### src/logic/rob_pkg.sv
package rob_pkg;

   localparam int RB_NUM_ENTS = 8;
   localparam int RB_IDX_W    = 3;
   localparam int NUM_SOURCES = 2;
   localparam int NUM_REGS    = 32;

   typedef logic [4:0]  t_reg_addr;
   typedef logic [31:0] t_reg_data;

   // Wrap bit flips each lap around the slots
   typedef struct packed {
      logic                wrap;
      logic [RB_IDX_W-1:0] idx;
   } t_rob_id;

   typedef enum logic {
      OP_NONE,
      OP_REG
   } t_optype;

   typedef enum logic [1:0] {
      UOP_ALU,
      UOP_BRANCH,
      UOP_NOP
   } t_uop;

   typedef struct packed {
      logic        valid;
      t_uop        opcode;
      t_optype     dst_type;
      t_reg_addr   dst_reg;
      logic [31:0] pc;
   } t_uinstr;

   typedef struct packed {
      t_rob_id   robid;
      t_reg_data data;      // Branch target when mispred
      logic      mispred;
   } t_rob_result;

   typedef enum logic [1:0] {
      ENT_FREE,
      ENT_WAIT,
      ENT_DONE
   } t_ent_state;

   typedef struct packed {
      t_ent_state state;
      t_uinstr    uinstr;
      t_reg_data  data;
      logic       flush_needed;
   } t_rob_ent;

   typedef struct packed {
      logic      wren;
      t_reg_addr wraddr;
      t_reg_data wrdata;
   } t_retire_wr;

   // Next id in circular order, toggling wrap past the last slot
   function automatic t_rob_id f_incr_robid(t_rob_id id);
      t_rob_id nxt;
      nxt.idx  = id.idx + 1'b1;
      nxt.wrap = (id.idx == RB_IDX_W'(RB_NUM_ENTS - 1)) ? ~id.wrap : id.wrap;
      return nxt;
   endfunction

endpackage

### src/logic/reg_file.sv
`timescale 1ns/1ns

module reg_file (
   input  logic                 clk,
   input  logic                 reset,

   input  rob_pkg::t_retire_wr  retire_wr,

   input  rob_pkg::t_reg_addr   src_addr [rob_pkg::NUM_SOURCES],
   output rob_pkg::t_reg_data   src_data [rob_pkg::NUM_SOURCES]
);
   import rob_pkg::*;

   t_reg_data regs [NUM_REGS];

   // Architectural state, updated only at retire
   always_ff @(posedge clk) begin
      if (reset) begin
         for (int i = 0; i < NUM_REGS; i++) begin
            regs[i] <= '0;
         end
      end else if (retire_wr.wren && (retire_wr.wraddr != '0)) begin
         regs[retire_wr.wraddr] <= retire_wr.wrdata;
      end
   end

   always_comb begin
      for (int s = 0; s < NUM_SOURCES; s++) begin
         if (src_addr[s] == '0) begin
            src_data[s] = '0;            // x0 reads zero
         end else begin
            src_data[s] = regs[src_addr[s]];
         end
      end
   end

endmodule

### src/logic/rob.sv
`timescale 1ns/1ns

module rob (
   input  logic                  clk,
   input  logic                  reset,

   input  rob_pkg::t_uinstr      uinstr,
   output rob_pkg::t_rob_id      next_robid,
   output logic                  rob_full,

   input  logic                  ro_valid,
   input  rob_pkg::t_rob_result  ro_result,

   input  rob_pkg::t_reg_addr    src_addr    [rob_pkg::NUM_SOURCES],
   output logic                  src_pending [rob_pkg::NUM_SOURCES],
   output rob_pkg::t_rob_id      src_robid   [rob_pkg::NUM_SOURCES],

   output rob_pkg::t_retire_wr   retire_wr,
   output logic                  br_mispred,
   output rob_pkg::t_reg_data    br_tgt
);
   import rob_pkg::*;

   t_rob_id                head_id;   // Oldest entry when not empty
   t_rob_id                tail_id;   // Next slot to fill when not full
   t_rob_ent               ents [RB_NUM_ENTS];
   t_rob_ent               head_ent;

   logic                   rob_empty;
   logic                   do_alloc;
   logic                   do_retire;
   logic                   flush_now;
   logic [RB_NUM_ENTS-1:0] alloc_oh;
   logic [RB_NUM_ENTS-1:0] retire_oh;

   assign rob_empty  = (head_id == tail_id);
   assign rob_full   = (head_id.idx == tail_id.idx) && (head_id.wrap != tail_id.wrap);
   assign next_robid = tail_id;

   assign head_ent  = ents[head_id.idx];
   assign do_retire = !rob_empty && (head_ent.state == ENT_DONE);
   assign flush_now = do_retire && head_ent.flush_needed;

   // Dropped when full or when younger entries are being flushed
   assign do_alloc = uinstr.valid && !rob_full && !flush_now;

   assign alloc_oh  = do_alloc  ? (RB_NUM_ENTS'(1) << tail_id.idx) : '0;
   assign retire_oh = do_retire ? (RB_NUM_ENTS'(1) << head_id.idx) : '0;

   always_ff @(posedge clk) begin
      if (reset) begin
         head_id <= '0;
         tail_id <= '0;
      end else if (flush_now) begin
         // Everything younger than the branch is gone
         head_id <= f_incr_robid(head_id);
         tail_id <= f_incr_robid(head_id);
      end else begin
         if (do_retire) begin
            head_id <= f_incr_robid(head_id);
         end
         if (do_alloc) begin
            tail_id <= f_incr_robid(tail_id);
         end
      end
   end

   // Retire write and branch redirect straight from the head slot
   always_comb begin
      retire_wr.wren   = do_retire && (head_ent.uinstr.dst_type == OP_REG)
                       && (head_ent.uinstr.dst_reg != '0);
      retire_wr.wraddr = head_ent.uinstr.dst_reg;
      retire_wr.wrdata = head_ent.data;
   end

   assign br_mispred = flush_now;
   assign br_tgt     = head_ent.data;

   for (genvar i = 0; i < RB_NUM_ENTS; i++) begin : g_ents
      rob_entry u_rob_entry (
         .clk          (clk),
         .reset        (reset),
         .alloc        (alloc_oh[i]),
         .alloc_uinstr (uinstr),
         .ro_valid     (ro_valid),
         .ro_result    (ro_result),
         .robid_idx    (RB_IDX_W'(i)),
         .flush        (flush_now),
         .retire       (retire_oh[i]),
         .ent          (ents[i])
      );
   end

   rob_src_lookup u_rob_src_lookup (
      .ents        (ents),
      .head_id     (head_id),
      .src_addr    (src_addr),
      .src_pending (src_pending),
      .src_robid   (src_robid)
   );

endmodule

### src/logic/rob_core.sv
`timescale 1ns/1ns

module rob_core (
   input  logic                  clk,
   input  logic                  reset,

   input  rob_pkg::t_uinstr      uinstr,
   output rob_pkg::t_rob_id      next_robid,
   output logic                  rob_full,

   input  logic                  ro_valid,
   input  rob_pkg::t_rob_result  ro_result,

   input  rob_pkg::t_reg_addr    src_addr    [rob_pkg::NUM_SOURCES],
   output logic                  src_pending [rob_pkg::NUM_SOURCES],
   output rob_pkg::t_rob_id      src_robid   [rob_pkg::NUM_SOURCES],
   output rob_pkg::t_reg_data    src_data    [rob_pkg::NUM_SOURCES],

   output rob_pkg::t_retire_wr   retire_wr,
   output logic                  br_mispred,
   output rob_pkg::t_reg_data    br_tgt
);

   rob u_rob (
      .clk         (clk),
      .reset       (reset),
      .uinstr      (uinstr),
      .next_robid  (next_robid),
      .rob_full    (rob_full),
      .ro_valid    (ro_valid),
      .ro_result   (ro_result),
      .src_addr    (src_addr),
      .src_pending (src_pending),
      .src_robid   (src_robid),
      .retire_wr   (retire_wr),
      .br_mispred  (br_mispred),
      .br_tgt      (br_tgt)
   );

   // Retire port feeds the register file directly
   reg_file u_reg_file (
      .clk       (clk),
      .reset     (reset),
      .retire_wr (retire_wr),
      .src_addr  (src_addr),
      .src_data  (src_data)
   );

endmodule

### src/logic/rob_entry.sv
`timescale 1ns/1ns

module rob_entry (
   input  logic                          clk,
   input  logic                          reset,

   input  logic                          alloc,
   input  rob_pkg::t_uinstr              alloc_uinstr,

   input  logic                          ro_valid,
   input  rob_pkg::t_rob_result          ro_result,
   input  logic [rob_pkg::RB_IDX_W-1:0]  robid_idx,

   input  logic                          flush,
   input  logic                          retire,

   output rob_pkg::t_rob_ent             ent
);
   import rob_pkg::*;

   t_ent_state state;
   logic       flush_needed;
   t_uinstr    uinstr_q;
   t_reg_data  data_q;
   logic       complete;

   // Result tag hits this slot while it waits
   assign complete = ro_valid && (ro_result.robid.idx == robid_idx) && (state == ENT_WAIT);

   always_ff @(posedge clk) begin
      if (reset) begin
         state        <= ENT_FREE;
         flush_needed <= 1'b0;
      end else if (flush || retire) begin   // Flush wins over a late completion
         state        <= ENT_FREE;
         flush_needed <= 1'b0;
      end else begin
         case (state)
            ENT_FREE: begin
               if (alloc) begin
                  state <= ENT_WAIT;
               end
            end
            ENT_WAIT: begin
               if (complete) begin
                  state        <= ENT_DONE;
                  flush_needed <= ro_result.mispred;
               end
            end
            default: begin
               state <= state;           // Held until retired or flushed
            end
         endcase
      end
   end

   always_ff @(posedge clk) begin
      if (alloc) begin
         uinstr_q <= alloc_uinstr;
      end
      if (complete) begin
         data_q <= ro_result.data;
      end
   end

   assign ent = '{state: state, uinstr: uinstr_q, data: data_q, flush_needed: flush_needed};

endmodule

### src/logic/rob_src_lookup.sv
`timescale 1ns/1ns

module rob_src_lookup (
   input  rob_pkg::t_rob_ent   ents        [rob_pkg::RB_NUM_ENTS],
   input  rob_pkg::t_rob_id    head_id,

   input  rob_pkg::t_reg_addr  src_addr    [rob_pkg::NUM_SOURCES],
   output logic                src_pending [rob_pkg::NUM_SOURCES],
   output rob_pkg::t_rob_id    src_robid   [rob_pkg::NUM_SOURCES]
);
   import rob_pkg::*;

   logic [RB_NUM_ENTS-1:0] match [NUM_SOURCES];

   // In-flight slots that still owe the source register
   always_comb begin
      for (int s = 0; s < NUM_SOURCES; s++) begin
         for (int i = 0; i < RB_NUM_ENTS; i++) begin
            match[s][i] = (ents[i].state != ENT_FREE)
                        && (ents[i].uinstr.dst_type == OP_REG)
                        && (ents[i].uinstr.dst_reg == src_addr[s])
                        && (src_addr[s] != '0);   // x0 has no producer
         end
      end
   end

   // Walk from head toward the tail so the last hit is the youngest
   always_comb begin
      logic [RB_IDX_W-1:0] slot;
      logic [RB_IDX_W-1:0] sel;
      for (int s = 0; s < NUM_SOURCES; s++) begin
         sel = head_id.idx;
         for (int k = 0; k < RB_NUM_ENTS; k++) begin
            slot = head_id.idx + RB_IDX_W'(k);
            if (match[s][slot]) begin
               sel = slot;
            end
         end
         src_pending[s]    = |match[s];
         src_robid[s].idx  = sel;
         // Below head idx means the tail has lapped into the next wrap
         src_robid[s].wrap = (sel >= head_id.idx) ? head_id.wrap : ~head_id.wrap;
      end
   end

endmodule

### config.mk
export PLATFORM = sky130hd
export DESIGN_NAME = rob_core
export DESIGN_NICKNAME = d
export VERILOG_FILES = /design/src/logic/rob_pkg.sv /design/src/logic/reg_file.sv /design/src/logic/rob.sv /design/src/logic/rob_core.sv /design/src/logic/rob_entry.sv /design/src/logic/rob_src_lookup.sv
export SDC_FILE = /design/constraint.sdc
export NUM_CORES = 2
export LEC_CHECK = 0
export BUFFER_PORTS_ARGS = -buffer_cell sky130_fd_sc_hd__clkbuf_2
export CORE_UTILIZATION = 60
export CTS_CLUSTER_DIAMETER = 60
export DETAILED_ROUTE_END_ITERATION = 6
export PLACE_DENSITY_LB_ADDON = 0.12
export SLEW_MARGIN = 20
export SYNTH_ARGS = -nofsm -noshare
export SYNTH_HDL_FRONTEND = slang
export SYNTH_SLANG_ARGS = --single-unit
### constraint.sdc
create_clock -name clk -period 6.45 [get_ports clk]
set_input_delay 0.3225 -clock clk [delete_from_list [all_inputs] [get_ports clk]]
set_output_delay 0.3225 -clock clk [all_outputs]
set_load 0.05 [all_outputs]
==> results by group <==
Status
  • Status: finished, final reports clean

Worst setup path
  • Setup CP Type: flip-flop to output pin
  • Worst path max stage delay: 700 ps
  • FF-to-FF path depth: 10
  • Critical Path End Type: output pin
  • Crit path DAT: 5530 ps
  • Sequence of cells on the critical path: inv_1 -> ha_1 -> buf_4 -> clkinv_1 -> buf_4 -> mux4_2 -> nand2_1 -> a21boi_0 -> o21ai_1 -> xnor2_1 -> ha_1 -> nand2b_1 -> a21o_1 -> a21oi_1 -> xor2_1 -> buf_12
  • Worst-path fanout max: 30
  • CP required: 6130 ps
  • Slowest cell on the critical path: dfxtp_4
  • Worst setup SP type: flip-flop

Finish
  • Most frequent cells in the layout: edfxtp_1 (1328), nor2_1 (1127), mux4_2 (741)
  • Fillers: 7248
  • Final core utilization: 68.5%
  • Most common cell after layout, fill and taps aside: edfxtp_1
  • Fraction of layout cells with a size suffix above 1: 31.1%
  • Layout Nets: 4547
  • Layout area overhead: 12.5%

Synth
  • Number of synthesized flops with an enable pin: 1328
  • Synth Register Bits: 1360
  • Post-synthesis sequential area ratio: 59.8%
  • Unique cell type count in the Yosys netlist: 66
  • Post-synth ARST share: 0%
  • Yosys warns: 0
  • Synth Area per Inst: 15.8 um2
  • Top_reg_cell synth: edfxtp_1
  • Synthesized area: 67800 um2
  • Cells after Synth: 4305

Place
  • DP HPWL: 119000 um
  • Port-buffer cells: 205
  • GP Congestion: 0.884
  • Dpl ws: 1220 ps

STA
  • Hold Vio Cnt, Final: 0
  • Final setup viols: 0
  • Tmin final: 5850 ps
  • Max transition margin: 22.1%
  • Setup ws final: 601 ps
  • RSZ-0062 raised after global routing: false
  • Max-slew violation count: 0
  • Max Clock Freq: 0.171 GHz
  • Setup TNS: 0 ps
  • Worst-margin pin slew: 1170 ps
  • Fin Clk Skew: 30.1 ps
  • Period utilization: 90.7%

Drt
  • DR vias/cell: 7.05
  • Wire per inst: 33.8 um
  • Detailed Routing Iterations Pass 1: 7
  • Routed vias: 42562
  • Final ANT Viol Nets: 0
  • Detailed-route wire length: 204000 um
  • Post-route DRC: 0
  • Initial DRC Count: 6330

Clock tree
  • Clock-pin slew on the worst setup and hold paths: 60 ps
  • Clock insertion delay at the later pin of the skew report: 770 ps
  • Max Buffers Root-to-Sink: 3
  • Root Buffer: clkbuf_16
  • CTS Buf Count: 145
  • PostCTS Resize Cnt: 0
  • H-tree depth: 4
  • CTS sink cnt: 1360
  • CTS tree: yes

Global route
  • Initial antenna violation count: 3
  • Total grt overflow: 0
  • Vias in the first global route: 42312
  • Largest net degree at the start of global routing: 142
  • GRT Total Usage: 36.1%
  • Global-route wire length before repair: 293000 um

Power and ir drop
  • Pwr dens: 266 nW/um2
  • Leakage: 27.2 nW
  • Worst VDD drop: 0.000257 V

Run
  • MaxCap Viol Count: 0

Floorplanning
  • Die Area: 114000 um2
  • Standard-cell rows: 122
  • Initial core utilization: 60.9%
  • # IOs: 241
  • Core ar.: 111000 um2
  • Height of the die: 338 um
  • Die Wd: 338 um

Worst hold path
  • Hold/Removal Path Class: input pin to flip-flop
  • Hold Crit Depth: 5
## power breakdown
| part | internal, mW | total [mW] | switching [mW] |
|---|---|---|---|
| Combinational | 0.797 | 2.02 | 1.22 |
| Sequential | 9.93 | 10.1 | 0.127 |
| Clock | 4.77 | 8.25 | 3.47 |
## kinds of logic after synthesis
kind of cell	Yosys count	synth area share [%]
simple gates	1383	8.33
flops	1360	59.8
mux	859	26.4
buf+inv	487	2.96
xor+xnor	99	1.28
compound gates	96	0.939
fa+ha+maj	20	0.369
other cells	1	0.00553
## sequential cells by signal, indices dropped and copies added (netlist names)
register and cells:
u_reg_file.regs 1024, u_rob.g_ents.u_rob_entry.data_q 256, u_rob.g_ents.u_rob_entry.ent 48, u_rob.g_ents.u_rob_entry.flush_needed 8, u_rob.g_ents.u_rob_entry.state 16, u_rob.head_id 4
u_rob.next_robid 4
## cell type report
class | instances | area [um2] | share of cell area [%]
clock inverters | 78 | 742 | 0.973
inverters | 52 | 198 | 0.259
well taps | 1488 | 1860 | 2.44
clock buffers | 184 | 3930 | 5.16
repair buffers | 388 | 2990 | 3.91
diodes | 2 | 5.00 | 0.00656
flip-flops and latches | 1360 | 40500 | 53.1
multi-input cells | 2489 | 26000 | 34.1
## through the flow
stage          cells  cell area [um2]  total power [mW]  hold slack, ps
6_report        6041            76300              20.3            61.8
5_1_grt         6041            76300              20.8            92.2
4_1_cts         6035            76200              20.3            23.3
3_5_place_dp    5732            71100              12.2             450
3_3_place_gp    5732            71100              12.2             449
2_1_floorplan   4336            67900              11.5             421
## worst max-delay path: cells and delay by family, from the launching register on
kind                     cells  cell delay, ps
multiplexers                 1             490
AND/OR/NAND/NOR              2             260
XOR/XNOR                     2             430
AO/OA/AOI/OAI                4             960
adder cells (fa/ha/maj)      2             590
buffers and inverters        5            1320
flip-flops                   1             700
## worst paths after layout
check | slack [ps] | end | startpoint
max | 600 | src_robid[3] | u_rob.head_id[0]
min | 60 | u_rob.g_ents[7].u_rob_entry.state[1] | ro_result[33]
max reg2reg | 1400 | u_reg_file.regs[23][14] | u_rob.head_id[0]
min reg2reg | 460 | u_rob.g_ents[4].u_rob_entry.flush_needed | u_rob.g_ents[4].u_rob_entry.flush_needed
## what timing repair did
item                      4_1_cts  5_1_grt
hold buffers                   41        0
hold endpoints to repair      325        0
setup buffers                   0        0
## synthesized netlist by cell type, types with 4 or more instances
library cell	n	area share, %
a211oi_1	6	0.066
a21o_1	4	0.044
a21oi_1	27	0.20
a22oi_1	4	0.044
and2_1	7	0.065
and3_1	10	0.092
buf_1	70	0.39
buf_2	22	0.16
buf_4	35	0.39
clkbuf_1	305	1.7
dfxtp_1	32	0.94
edfxtp_1	1328	59
ha_1	20	0.37
inv_1	51	0.28
mux2i_1	115	1.7
mux4_2	741	25
nand2_1	99	0.55
nand2b_1	42	0.39
nand3_1	13	0.096
nand4_1	10	0.092
nor2_1	1129	6.2
nor2b_1	4	0.037
nor3_1	13	0.096
nor4_1	14	0.13
o211ai_1	6	0.066
o21ai_0	14	0.10
o21ai_1	4	0.030
o22ai_1	4	0.037
or3_1	6	0.055
or4_1	16	0.18
xnor2_1	54	0.70
xor2_1	45	0.58
## routing by layer
metal,part of all wire (%),vias up,GRT usage (%)
met2,48,3270,57.3
li1,-,16878,-
met3,13,600,7.94
met1,34,21814,48.4
met4,5.0,0,16.3
met5,0,-,0
Power figures use the tool's default switching activity.
